## src/hdl/axi_rd_pkg.sv

```systemverilog
// AXI read join channel types
package axi_rd_pkg;

  // ID widths on both sides of the join
  // Upstream ports carry the narrow ID
  localparam int unsigned id_width_slv = 4;
  // Downstream port carries the wide ID
  localparam int unsigned id_width_mst = 5;
  // Prefix bits that name the upstream port
  localparam int unsigned pre_id_width = id_width_mst - id_width_slv;

  // Payload widths
  localparam int unsigned addr_width = 32;
  localparam int unsigned data_width = 32;

  // AR channel, upstream side
  // ID sits in the top bits so narrowing drops the prefix
  typedef struct packed {
    logic [id_width_slv-1:0] id;
    logic [addr_width-1:0]   addr;
    // Beats minus one
    logic [7:0]              len;
    // Bytes per beat, log2
    logic [2:0]              size;
  } ar_slv_t;

  // AR channel, downstream side
  typedef struct packed {
    logic [id_width_mst-1:0] id;
    logic [addr_width-1:0]   addr;
    logic [7:0]              len;
    logic [2:0]              size;
  } ar_mst_t;

  // R channel, upstream side
  typedef struct packed {
    logic [id_width_slv-1:0] id;
    logic [data_width-1:0]   data;
    // OKAY, EXOKAY, SLVERR or DECERR
    logic [1:0]              resp;
    // Final beat of the burst
    logic                    last;
  } r_slv_t;

  // R channel, downstream side
  // Top ID bit names the upstream port
  typedef struct packed {
    logic [id_width_mst-1:0] id;
    logic [data_width-1:0]   data;
    logic [1:0]              resp;
    logic                    last;
  } r_mst_t;

endpackage

```

## src/hdl/axi_id_prepend.sv

```systemverilog
// AXI read ID prepend
`timescale 1ns/1ps

module axi_id_prepend #(
  // Prefix put in front of every AR ID of this port
  parameter logic [axi_rd_pkg::pre_id_width-1:0] pre_id = '0
) (
  // Upstream side, narrow IDs
  input  axi_rd_pkg::ar_slv_t slv_ar_i,
  input  logic                slv_ar_valid_i,
  output logic                slv_ar_ready_o,
  output axi_rd_pkg::r_slv_t  slv_r_o,
  output logic                slv_r_valid_o,
  input  logic                slv_r_ready_i,
  // Downstream side, wide IDs
  output axi_rd_pkg::ar_mst_t mst_ar_o,
  output logic                mst_ar_valid_o,
  input  logic                mst_ar_ready_i,
  input  axi_rd_pkg::r_mst_t  mst_r_i,
  input  logic                mst_r_valid_i,
  output logic                mst_r_ready_o
);

  import axi_rd_pkg::*;

  // AR widening
  // Prefix goes on top, original ID below it
  assign mst_ar_o.id   = {pre_id, slv_ar_i.id};
  assign mst_ar_o.addr = slv_ar_i.addr;
  assign mst_ar_o.len  = slv_ar_i.len;
  assign mst_ar_o.size = slv_ar_i.size;

  // R narrowing
  // Keep only the low ID bits, prefix is dropped
  assign slv_r_o.id   = mst_r_i.id[id_width_slv-1:0];
  assign slv_r_o.data = mst_r_i.data;
  assign slv_r_o.resp = mst_r_i.resp;
  assign slv_r_o.last = mst_r_i.last;

  // Handshakes pass straight through
  assign mst_ar_valid_o = slv_ar_valid_i;
  assign slv_ar_ready_o = mst_ar_ready_i;
  assign slv_r_valid_o  = mst_r_valid_i;
  assign mst_r_ready_o  = slv_r_ready_i;

endmodule

```

## src/hdl/axi_rd_mux.sv

```systemverilog
// AXI read two-to-one multiplexer
`timescale 1ns/1ps

module axi_rd_mux (
  input  logic                clk_i,
  input  logic                rst_n_i,
  // Input port 0
  input  axi_rd_pkg::ar_mst_t in0_ar_i,
  input  logic                in0_ar_valid_i,
  output logic                in0_ar_ready_o,
  output axi_rd_pkg::r_mst_t  in0_r_o,
  output logic                in0_r_valid_o,
  input  logic                in0_r_ready_i,
  // Input port 1
  input  axi_rd_pkg::ar_mst_t in1_ar_i,
  input  logic                in1_ar_valid_i,
  output logic                in1_ar_ready_o,
  output axi_rd_pkg::r_mst_t  in1_r_o,
  output logic                in1_r_valid_o,
  input  logic                in1_r_ready_i,
  // Shared output port
  output axi_rd_pkg::ar_mst_t out_ar_o,
  output logic                out_ar_valid_o,
  input  logic                out_ar_ready_i,
  input  axi_rd_pkg::r_mst_t  out_r_i,
  input  logic                out_r_valid_i,
  output logic                out_r_ready_o
);

  import axi_rd_pkg::*;

  // Favored port, or the held port while locked
  logic rr_q;
  // Set while a granted AR waits on the output
  logic lock_q;
  // Current AR grant, 1 selects port 1
  logic ar_gnt;
  // R destination from the ID prefix
  logic r_sel;

  // AR arbitration
  // Locked grant wins, then pointer on contention, else the lone requester
  always_comb begin
    if (lock_q || (in0_ar_valid_i && in1_ar_valid_i)) begin
      ar_gnt = rr_q;
    end else begin
      ar_gnt = in1_ar_valid_i;
    end
  end

  // AR payload and valid from the granted port
  always_comb begin
    if (ar_gnt) begin
      out_ar_o       = in1_ar_i;
      out_ar_valid_o = in1_ar_valid_i;
    end else begin
      out_ar_o       = in0_ar_i;
      out_ar_valid_o = in0_ar_valid_i;
    end
  end

  // Only the granted port sees the output ready
  assign in0_ar_ready_o = out_ar_ready_i & ~ar_gnt;
  assign in1_ar_ready_o = out_ar_ready_i & ar_gnt;

  // Pointer and lock
  // Transfer: favor the other port next and release the lock
  // Stall: remember the granted port and hold it
  always_ff @(posedge clk_i or negedge rst_n_i) begin
    if (!rst_n_i) begin
      rr_q   <= 1'b0;
      lock_q <= 1'b0;
    end else if (out_ar_valid_i_hs()) begin
      rr_q   <= ~ar_gnt;
      lock_q <= 1'b0;
    end else if (out_ar_valid_o) begin
      rr_q   <= ar_gnt;
      lock_q <= 1'b1;
    end
  end

  // AR transfer on the output this cycle
  function automatic logic out_ar_valid_i_hs();
    return out_ar_valid_o & out_ar_ready_i;
  endfunction

  // R routing
  // Top ID bit carries the prefix of the originating port
  assign r_sel = out_r_i.id[id_width_mst-1];

  // Payload fans out to both, valid only to the addressed one
  assign in0_r_o       = out_r_i;
  assign in1_r_o       = out_r_i;
  assign in0_r_valid_o = out_r_valid_i & ~r_sel;
  assign in1_r_valid_o = out_r_valid_i & r_sel;

  // Ready comes back from the addressed port
  assign out_r_ready_o = r_sel ? in1_r_ready_i : in0_r_ready_i;

endmodule

```

## src/hdl/axi_ar_slice.sv

```systemverilog
// AXI AR register slice
`timescale 1ns/1ps

module axi_ar_slice (
  input  logic                clk_i,
  input  logic                rst_n_i,
  // Upstream side
  input  axi_rd_pkg::ar_mst_t in_ar_i,
  input  logic                in_valid_i,
  output logic                in_ready_o,
  // Downstream side
  output axi_rd_pkg::ar_mst_t out_ar_o,
  output logic                out_valid_o,
  input  logic                out_ready_i
);

  import axi_rd_pkg::*;

  // Main stage drives the output
  ar_mst_t main_q;
  logic    main_valid_q;
  // Spill stage catches the beat that arrives during a stall
  ar_mst_t spill_q;
  logic    spill_valid_q;
  // Input transfer
  logic    in_hs;
  // Main stage free to take a new entry
  logic    main_load;

  // Ready only drops when both stages hold an entry
  assign in_ready_o = ~spill_valid_q;
  assign in_hs      = in_valid_i & in_ready_o;
  // Main empties or hands its entry off this cycle
  assign main_load  = ~main_valid_q | out_ready_i;

  // Stage occupancy
  always_ff @(posedge clk_i or negedge rst_n_i) begin
    if (!rst_n_i) begin
      main_valid_q  <= 1'b0;
      spill_valid_q <= 1'b0;
    end else begin
      if (main_load) begin
        // Spill entry is older, so it moves first
        main_valid_q  <= spill_valid_q | in_hs;
        spill_valid_q <= 1'b0;
      end else if (in_hs) begin
        // Main is stalled, new beat parks in spill
        spill_valid_q <= 1'b1;
      end
    end
  end

  // Payload stages
  always_ff @(posedge clk_i) begin
    if (main_load) begin
      main_q <= spill_valid_q ? spill_q : in_ar_i;
    end
    if (!main_load && in_hs) begin
      spill_q <= in_ar_i;
    end
  end

  // Oldest entry always sits in main
  assign out_ar_o    = main_q;
  assign out_valid_o = main_valid_q;

endmodule

```

## src/hdl/axi_rd_join.sv

```systemverilog
// AXI read channel join
`timescale 1ns/1ps

module axi_rd_join (
  input  logic                clk_i,
  input  logic                rst_n_i,
  // Upstream port 0
  input  axi_rd_pkg::ar_slv_t s0_ar_i,
  input  logic                s0_ar_valid_i,
  output logic                s0_ar_ready_o,
  output axi_rd_pkg::r_slv_t  s0_r_o,
  output logic                s0_r_valid_o,
  input  logic                s0_r_ready_i,
  // Upstream port 1
  input  axi_rd_pkg::ar_slv_t s1_ar_i,
  input  logic                s1_ar_valid_i,
  output logic                s1_ar_ready_o,
  output axi_rd_pkg::r_slv_t  s1_r_o,
  output logic                s1_r_valid_o,
  input  logic                s1_r_ready_i,
  // Downstream port
  output axi_rd_pkg::ar_mst_t m_ar_o,
  output logic                m_ar_valid_o,
  input  logic                m_ar_ready_i,
  input  axi_rd_pkg::r_mst_t  m_r_i,
  input  logic                m_r_valid_i,
  output logic                m_r_ready_o
);

  import axi_rd_pkg::*;

  // Port 0 after ID widening
  ar_mst_t p0_ar;
  logic    p0_ar_valid;
  logic    p0_ar_ready;
  r_mst_t  p0_r;
  logic    p0_r_valid;
  logic    p0_r_ready;
  // Port 1 after ID widening
  ar_mst_t p1_ar;
  logic    p1_ar_valid;
  logic    p1_ar_ready;
  r_mst_t  p1_r;
  logic    p1_r_valid;
  logic    p1_r_ready;
  // Arbitrated AR into the slice
  ar_mst_t mux_ar;
  logic    mux_ar_valid;
  logic    mux_ar_ready;

  // Prefix 0 for port 0
  axi_id_prepend #(
    .pre_id (pre_id_width'(0))
  ) u_prepend_0 (
    .slv_ar_i       (s0_ar_i),
    .slv_ar_valid_i (s0_ar_valid_i),
    .slv_ar_ready_o (s0_ar_ready_o),
    .slv_r_o        (s0_r_o),
    .slv_r_valid_o  (s0_r_valid_o),
    .slv_r_ready_i  (s0_r_ready_i),
    .mst_ar_o       (p0_ar),
    .mst_ar_valid_o (p0_ar_valid),
    .mst_ar_ready_i (p0_ar_ready),
    .mst_r_i        (p0_r),
    .mst_r_valid_i  (p0_r_valid),
    .mst_r_ready_o  (p0_r_ready)
  );

  // Prefix 1 for port 1
  axi_id_prepend #(
    .pre_id (pre_id_width'(1))
  ) u_prepend_1 (
    .slv_ar_i       (s1_ar_i),
    .slv_ar_valid_i (s1_ar_valid_i),
    .slv_ar_ready_o (s1_ar_ready_o),
    .slv_r_o        (s1_r_o),
    .slv_r_valid_o  (s1_r_valid_o),
    .slv_r_ready_i  (s1_r_ready_i),
    .mst_ar_o       (p1_ar),
    .mst_ar_valid_o (p1_ar_valid),
    .mst_ar_ready_i (p1_ar_ready),
    .mst_r_i        (p1_r),
    .mst_r_valid_i  (p1_r_valid),
    .mst_r_ready_o  (p1_r_ready)
  );

  // Round-robin AR, R routed back by prefix
  axi_rd_mux u_mux (
    .clk_i          (clk_i),
    .rst_n_i        (rst_n_i),
    .in0_ar_i       (p0_ar),
    .in0_ar_valid_i (p0_ar_valid),
    .in0_ar_ready_o (p0_ar_ready),
    .in0_r_o        (p0_r),
    .in0_r_valid_o  (p0_r_valid),
    .in0_r_ready_i  (p0_r_ready),
    .in1_ar_i       (p1_ar),
    .in1_ar_valid_i (p1_ar_valid),
    .in1_ar_ready_o (p1_ar_ready),
    .in1_r_o        (p1_r),
    .in1_r_valid_o  (p1_r_valid),
    .in1_r_ready_i  (p1_r_ready),
    .out_ar_o       (mux_ar),
    .out_ar_valid_o (mux_ar_valid),
    .out_ar_ready_i (mux_ar_ready),
    .out_r_i        (m_r_i),
    .out_r_valid_i  (m_r_valid_i),
    .out_r_ready_o  (m_r_ready_o)
  );

  // Registers the downstream AR, cuts the grant path
  axi_ar_slice u_slice (
    .clk_i       (clk_i),
    .rst_n_i     (rst_n_i),
    .in_ar_i     (mux_ar),
    .in_valid_i  (mux_ar_valid),
    .in_ready_o  (mux_ar_ready),
    .out_ar_o    (m_ar_o),
    .out_valid_o (m_ar_valid_o),
    .out_ready_i (m_ar_ready_i)
  );

endmodule

```

## config.mk

```make
export PLATFORM = sky130hd
export DESIGN_NAME = axi_rd_join
export DESIGN_NICKNAME = d
export VERILOG_FILES = /design/src/hdl/axi_rd_pkg.sv /design/src/hdl/axi_id_prepend.sv /design/src/hdl/axi_rd_mux.sv /design/src/hdl/axi_ar_slice.sv /design/src/hdl/axi_rd_join.sv
export SDC_FILE = /design/constraint.sdc
export NUM_CORES = 1
export LEC_CHECK = 0
export BUFFER_PORTS_ARGS = -buffer_cell sky130_fd_sc_hd__buf_4
export CAP_MARGIN = 25
export CORE_ASPECT_RATIO = 0.75
export CORE_MARGIN = 1
export CORE_UTILIZATION = 35
export CTS_BUF_LIST = sky130_fd_sc_hd__clkbuf_2 sky130_fd_sc_hd__clkbuf_4 sky130_fd_sc_hd__clkbuf_8
export DETAILED_ROUTE_END_ITERATION = 10
export PLACE_DENSITY = 0.65
export SLEW_MARGIN = 10
export SYNTH_ARGS = -nofsm -noshare
export SYNTH_HDL_FRONTEND = slang
export SYNTH_SLANG_ARGS = --single-unit
```

## constraint.sdc

```tcl
create_clock -name clk_i -period 9.45 [get_ports clk_i]
set_input_delay 2.835 -clock clk_i [delete_from_list [all_inputs] [get_ports clk_i]]
set_output_delay 2.835 -clock clk_i [all_outputs]
set_load 0.05 [all_outputs]
```

# Word-level counts from Yosys, hierarchy flattened
# Cells that the tools add are included.
[word_totals]
output_inout_bits = 132
input_bits = 142
elab_cells = 40
regBits = 100
[op_classes]
mux = 11
n_reduce_logical = 6
bitwise_logic = 11
[op_table]
columns = ["cell", "n"]
rows = [
  ["$mux W48", 2],
  ["$mux W1", 9],
  ["$and A1 B1 Y1", 5],
  ["$not A1 Y1", 4],
  ["$reduce_bool A2 Y1", 2],
  ["$logic_and A1 B1 Y1", 2],
  ["$or A1 B1 Y1", 2],
  ["$logic_not A1 Y1", 1],
  ["$logic_or A1 B1 Y1", 1],
]

# Depth between registers and ports, before layout
[depth]
depth_word = 7
mapped_depth = 7
ltp_nobuf = 4

# By module
# A second synthesis with hierarchy kept.
[hier_totals]
hier_cells = 498
area_unflattened_um2 = 6762.7
[by_module_without_submodules]
columns = ["mod", "cells_each", "area_per_inst_um2", "instances"]
rows = [
  ["axi_ar_slice", 158, 3784.9, 1],
  ["axi_rd_mux", 156, 1604.0, 1],
  ["axi_id_prepend", 92, 686.9, 2],
]

# Least setup slack after synthesis
# No wires, ideal clock.
[synth_path]
kind = "input-to-reg"
startpoint = "input port m_ar_ready_i"
endpoint = "register u_slice.spill_q[0] in the netlist's numbering, enable pin"
path_buffers = 0
arrival_time_ps = 7513
setup_slack_ps = 1424
stages = 2
required_time_ps = 8937
cell_sequence = "nand2b_1 -> nor3_1"
[synth_via]
elab_chain_cells = 3
[synth_rtl]
columns = ["item", "line_no", "text"]
rows = [
  ["start: declaration", "axi_rd_join.sv:24", "input logic m_ar_ready_i,"],
  ["$or A1 B1 Y1", "axi_ar_slice.sv:34", "assign main_load = ~main_valid_q | out_ready_i;"],
  ["$logic_not A1 Y1", "axi_ar_slice.sv:58", "if (!main_load && in_hs) begin"],
  ["$logic_and A1 B1 Y1", "axi_ar_slice.sv:58", ""],
  ["end signal: assignment", "axi_ar_slice.sv:59", "spill_q <= in_ar_i;"],
  ["end: declaration", "axi_ar_slice.sv:23", "ar_mst_t spill_q;"],
]
# No other way between the ends.
# A chain may end at the register's enable or synchronous reset.

# Final worst setup path
[layout_path]
startpoint = "input port s0_ar_valid_i"
endpoint = "output port s1_ar_ready_o"
[layout_via]
elab_chain_cells = 4
[layout_rtl]
columns = ["item", "line_no", "text"]
rows = [
  ["start: declaration", "axi_rd_join.sv:9", "input logic s0_ar_valid_i,"],
  ["$logic_and A1 B1 Y1", "axi_rd_mux.sv:44", "if (lock_q || (in0_ar_valid_i && in1_ar_valid_i)) begin"],
  ["$logic_or A1 B1 Y1", "axi_rd_mux.sv:44", ""],
  ["$mux W1", "axi_rd_mux.sv:44", ""],
  ["$and A1 B1 Y1", "axi_rd_mux.sv:64", "assign in1_ar_ready_o = out_ar_ready_i & ar_gnt;"],
  ["end: declaration", "axi_rd_join.sv:17", "output logic s1_ar_ready_o,"],
]
# No other way between the ends.

==> flow_summary.toml <==
[die]
core.rowCount = 38
ios = 274
placeableCoreArea_um2 = 14500
die_w_um = 143
start_util_pct = 35.9
die-height_um = 107
die_area_um2 = 15300

[setup_path]
r2r_end = "u_slice.out_ar_o[27]$_DFFE_PP_"
required_ps = 6620
cp_slowest_stage_delay_ps = 500
worst_setup_path_startpoint = "s0_ar_valid_i"
setup.worst_path.start_class = "input port"
worst_path_max_delay_cell = "buf_4"
critical_path.max_fanout = 48
critPathArrivalTime_ps = 4110
worstPathCellList = "buf_4 > o21bai_4 > buf_4 > nand2_4 > nor2_1 > buf_4"
reg2reg_from = "u_slice.spill_valid_q$_DFFE_PN0P_"
reg2reg_depth = 3
crit_path_end_kind = "primary output"
worst-r2r-setup-slack_ps = 7500
worst_path_most_repeated_cell = "buf_4"
cp-endpoint = "s1_ar_ready_o"
timing.setup.critical_path_class = "in2out"

[cts]
clock_tree_from_tritoncts = "built"
cts_hold_buffers = 0
worstSkewPairLatency_ps = 370
post_cts_buffers = 0
clock-root-buffer = "clkbuf_8"
cts_repair_resize_count = 0
tritoncts.num_buffers = 9
cts_htree_levels = 3
clockBufferDepth = 2
cts_sinks = 100
clock_pin_slew_on_the_worst_setup_and_hold_paths_ps = 100

[final_layout]
final_core_util_pct = 42.5
multiInputGateArea_um2 = 1420
drive_above_1_share_pct = 38.2
antenna_cells = 0
finalNetCount = 682
fillCellCount = 1423
seq_area_um2 = 2980
syn2layout_area_growth_pct = 18.5
layout.cell_area.non_filler_um2 = 6140

[timing]
max_freq_mhz = 144
timing.final.crit_share_pct = 73.5
setup_viol = 0
timing_worst_slew_pin_value_ps = 962
max_slew_margin_pct = 35.9
final_max_tran_viols = 0
final.setup.tns_ps = 0
post-route-min-period_ps = 6940
rsz0062_at_grt = "false"
finClkSkew_ps = 10.7
final-hold-violation-count = 0

[global_routing]
overall_global_routing_resource_usage_pct = 16.7
grt_max_degree = 95
globalRoute.totalOverflow = 0
grt_pass1_wl_um = 19000
grt_pass1_vias = 3465
antenna_found_initial = 0

[yosys]
synth-seq-area-share_pct = 57.6
synthesis_warning_total = 0
synth.mux.area_fraction_pct = 0.217
combinational_family_with_the_most_area_after_synthesis = "buffers and inverters"
synth_xor_area_share_pct = 0
netlist_cell_types = 33
postSynth.asyncResetShare_pct = 4.00
mappedNetlistNets = 617
post_synth_and_or_nand_nor_area_fraction_pct = 13.9
mappedNetlistArea_um2 = 5180
yosys_register_bits = 100
synth_flop_cell = "edfxtp_1"
synth.area.top_cells = "edfxtp_1, buf_4, a31oi_1"
adder_cell_share_of_the_synthesized_area_pct = 0
synth_compound_area_share_pct = 12.9
yosys.area.top_type_share_pct = 55.6
synth_top_area_cell = "edfxtp_1"
synthesis.instances = 475
synth_edf_count = 96
syn_avg_cell_area_um2 = 10.9

[route]
drt_wl_total_um = 13100
postRouteAntennaNets = 0
route.detailed.vias_per_inst = 4.91
drt-initial-drc-count = 230
firstDrtPassIters = 4
num_vias = 3661
detail_route.drc_violations = 0
drt-wirelength-per-cell_um = 17.5

[place]
place.gp.congestion = 0.838
dp_hpwl_um = 9360
place_area_um2 = 5900
io_buffer_count = 156

[pwr]
worst_ir_drop_vdd_uv = 74.6
power.static_leakage_uw = 0.00247
powerDensity_nw_per_um2 = 278
totalPowerFinal_uw = 1710

[status]
outcome = "complete, no violations"

[flow_run]
maxCapViolations = 0

[min_path]
hp-class = "reg2reg"
-- worst min-delay path by stage --
stage | start | to | slack (ps) | cells after the start
2_1_floorplan | u_slice.spill_q[47]$_DFFE_PP_ | u_slice.out_ar_o[47]$_DFFE_PP_ | 510 | 2
3_3_place_gp | u_slice.spill_q[47]$_DFFE_PP_ | u_slice.out_ar_o[47]$_DFFE_PP_ | 560 | 2
3_5_place_dp | u_slice.spill_q[47]$_DFFE_PP_ | u_slice.out_ar_o[47]$_DFFE_PP_ | 550 | 2
4_1_cts | u_slice.spill_q[47]$_DFFE_PP_ | u_slice.out_ar_o[47]$_DFFE_PP_ | 580 | 2
5_1_grt | u_slice.spill_q[47]$_DFFE_PP_ | u_slice.out_ar_o[47]$_DFFE_PP_ | 600 | 2
6_report | u_slice.spill_q[47]$_DFFE_PP_ | u_slice.out_ar_o[47]$_DFFE_PP_ | 560 | 2
-- registers in the layout, summed over array words and instances (netlist names) --
register and flops:
u_slice.out_ar_o 48, u_slice.spill_valid_q 1, u_slice.out_valid_o 1, u_mux.lock_q 1
u_slice.spill_q 48, u_mux.rr_q 1
-- power breakdown --
group / switching, uW / total, uW / leakage (uW) / internal (uW)
registers: 35.6 / 676 / 0.000968 / 641
logic: 504 / 727 / 0.00139 / 223
clock network: 154 / 306 / 0.000113 / 151
total: 694 / 1710 / 0.00247 / 1010
-- cell usage in the layout (no fill, tap or decap) --
cell       count
nand2_4        1
buf_12         2
mux2_2         1
o2bb2ai_1      1
clkinv_1       1
inv_6          1
o21ba_2        1
a211o_1        1
and2_1         1
clkinv_2       1
inv_2          2
a21boi_0       2
buf_4        162
o21bai_4       1
nor2_2         1
a31oi_2        9
nand2_1       49
a31oi_1       38
nand2b_2       1
nor2_1        49
clkinv_4       1
and2b_1        1
nand3_1       39
o21ai_1       31
bufinv_16      2
o21ai_0       21
nor3_2         1
nor2_4         1
inv_8          1
a21oi_1        1
dfrtp_1        4
edfxtp_1      96
nor2b_1        2
or2_2          1
clkbuf_8       9
nand3_2        9
-- critical path, delay by kind of cell --
family                 cells  cell delay, ps
buffers and inverters      3             860
AOI/OAI and AO/OA          1             120
and+or+nand+nor            2             260
-- cell families after synthesis --
kind of cell | after synthesis
AND/OR/NAND/NOR | 156
buffers and inverters | 112
AO/OA/AOI/OAI | 106
flip-flops | 100
multiplexers | 1
-- final cells by class --
class / instances / share of cell area, %
inverter: 2 / 0.122
tap: 200 / 4.08
clock inverter: 7 / 1.59
timing repair buffer: 164 / 20.5
sequential: 100 / 48.6
clock buffer: 9 / 2.02
multi-input combinational: 263 / 23.2
-- per-layer routing --
| metal | routed length (um) | vias up | global-route usage, % |
|---|---|---|---|
| li1 | - | 1762 | - |
| met1 | 4930 | 1675 | 17.8 |
| met2 | 6600 | 208 | 28.9 |
| met3 | 1400 | 16 | 8.14 |
| met4 | 131 | 0 | 5.38 |
| met5 | 0 | - | 0 |
-- synthesized netlist by cell type, types with 2 or more instances --
library cell,instances
a31oi_2,9
nor2b_1,2
clkbuf_1,9
o21ai_0,21
dfrtp_1,4
a21boi_0,2
a31oi_1,38
buf_6,3
nor2_1,50
buf_2,11
nand3_2,9
edfxtp_1,96
o21ai_1,31
inv_2,2
nand2_1,49
buf_4,84
nand3_1,39
-- per-stage QoR --
stage / cells / hold WS (ps) / worst slack (ps)
2_1_floorplan: 475 / 506 / 1420
3_3_place_gp: 727 / 559 / 2480
3_5_place_dp: 728 / 555 / 2470
4_1_cts: 744 / 583 / 2460
5_1_grt: 745 / 602 / 2430
6_report: 745 / 560 / 2510
Power figures use the tool's default switching activity.
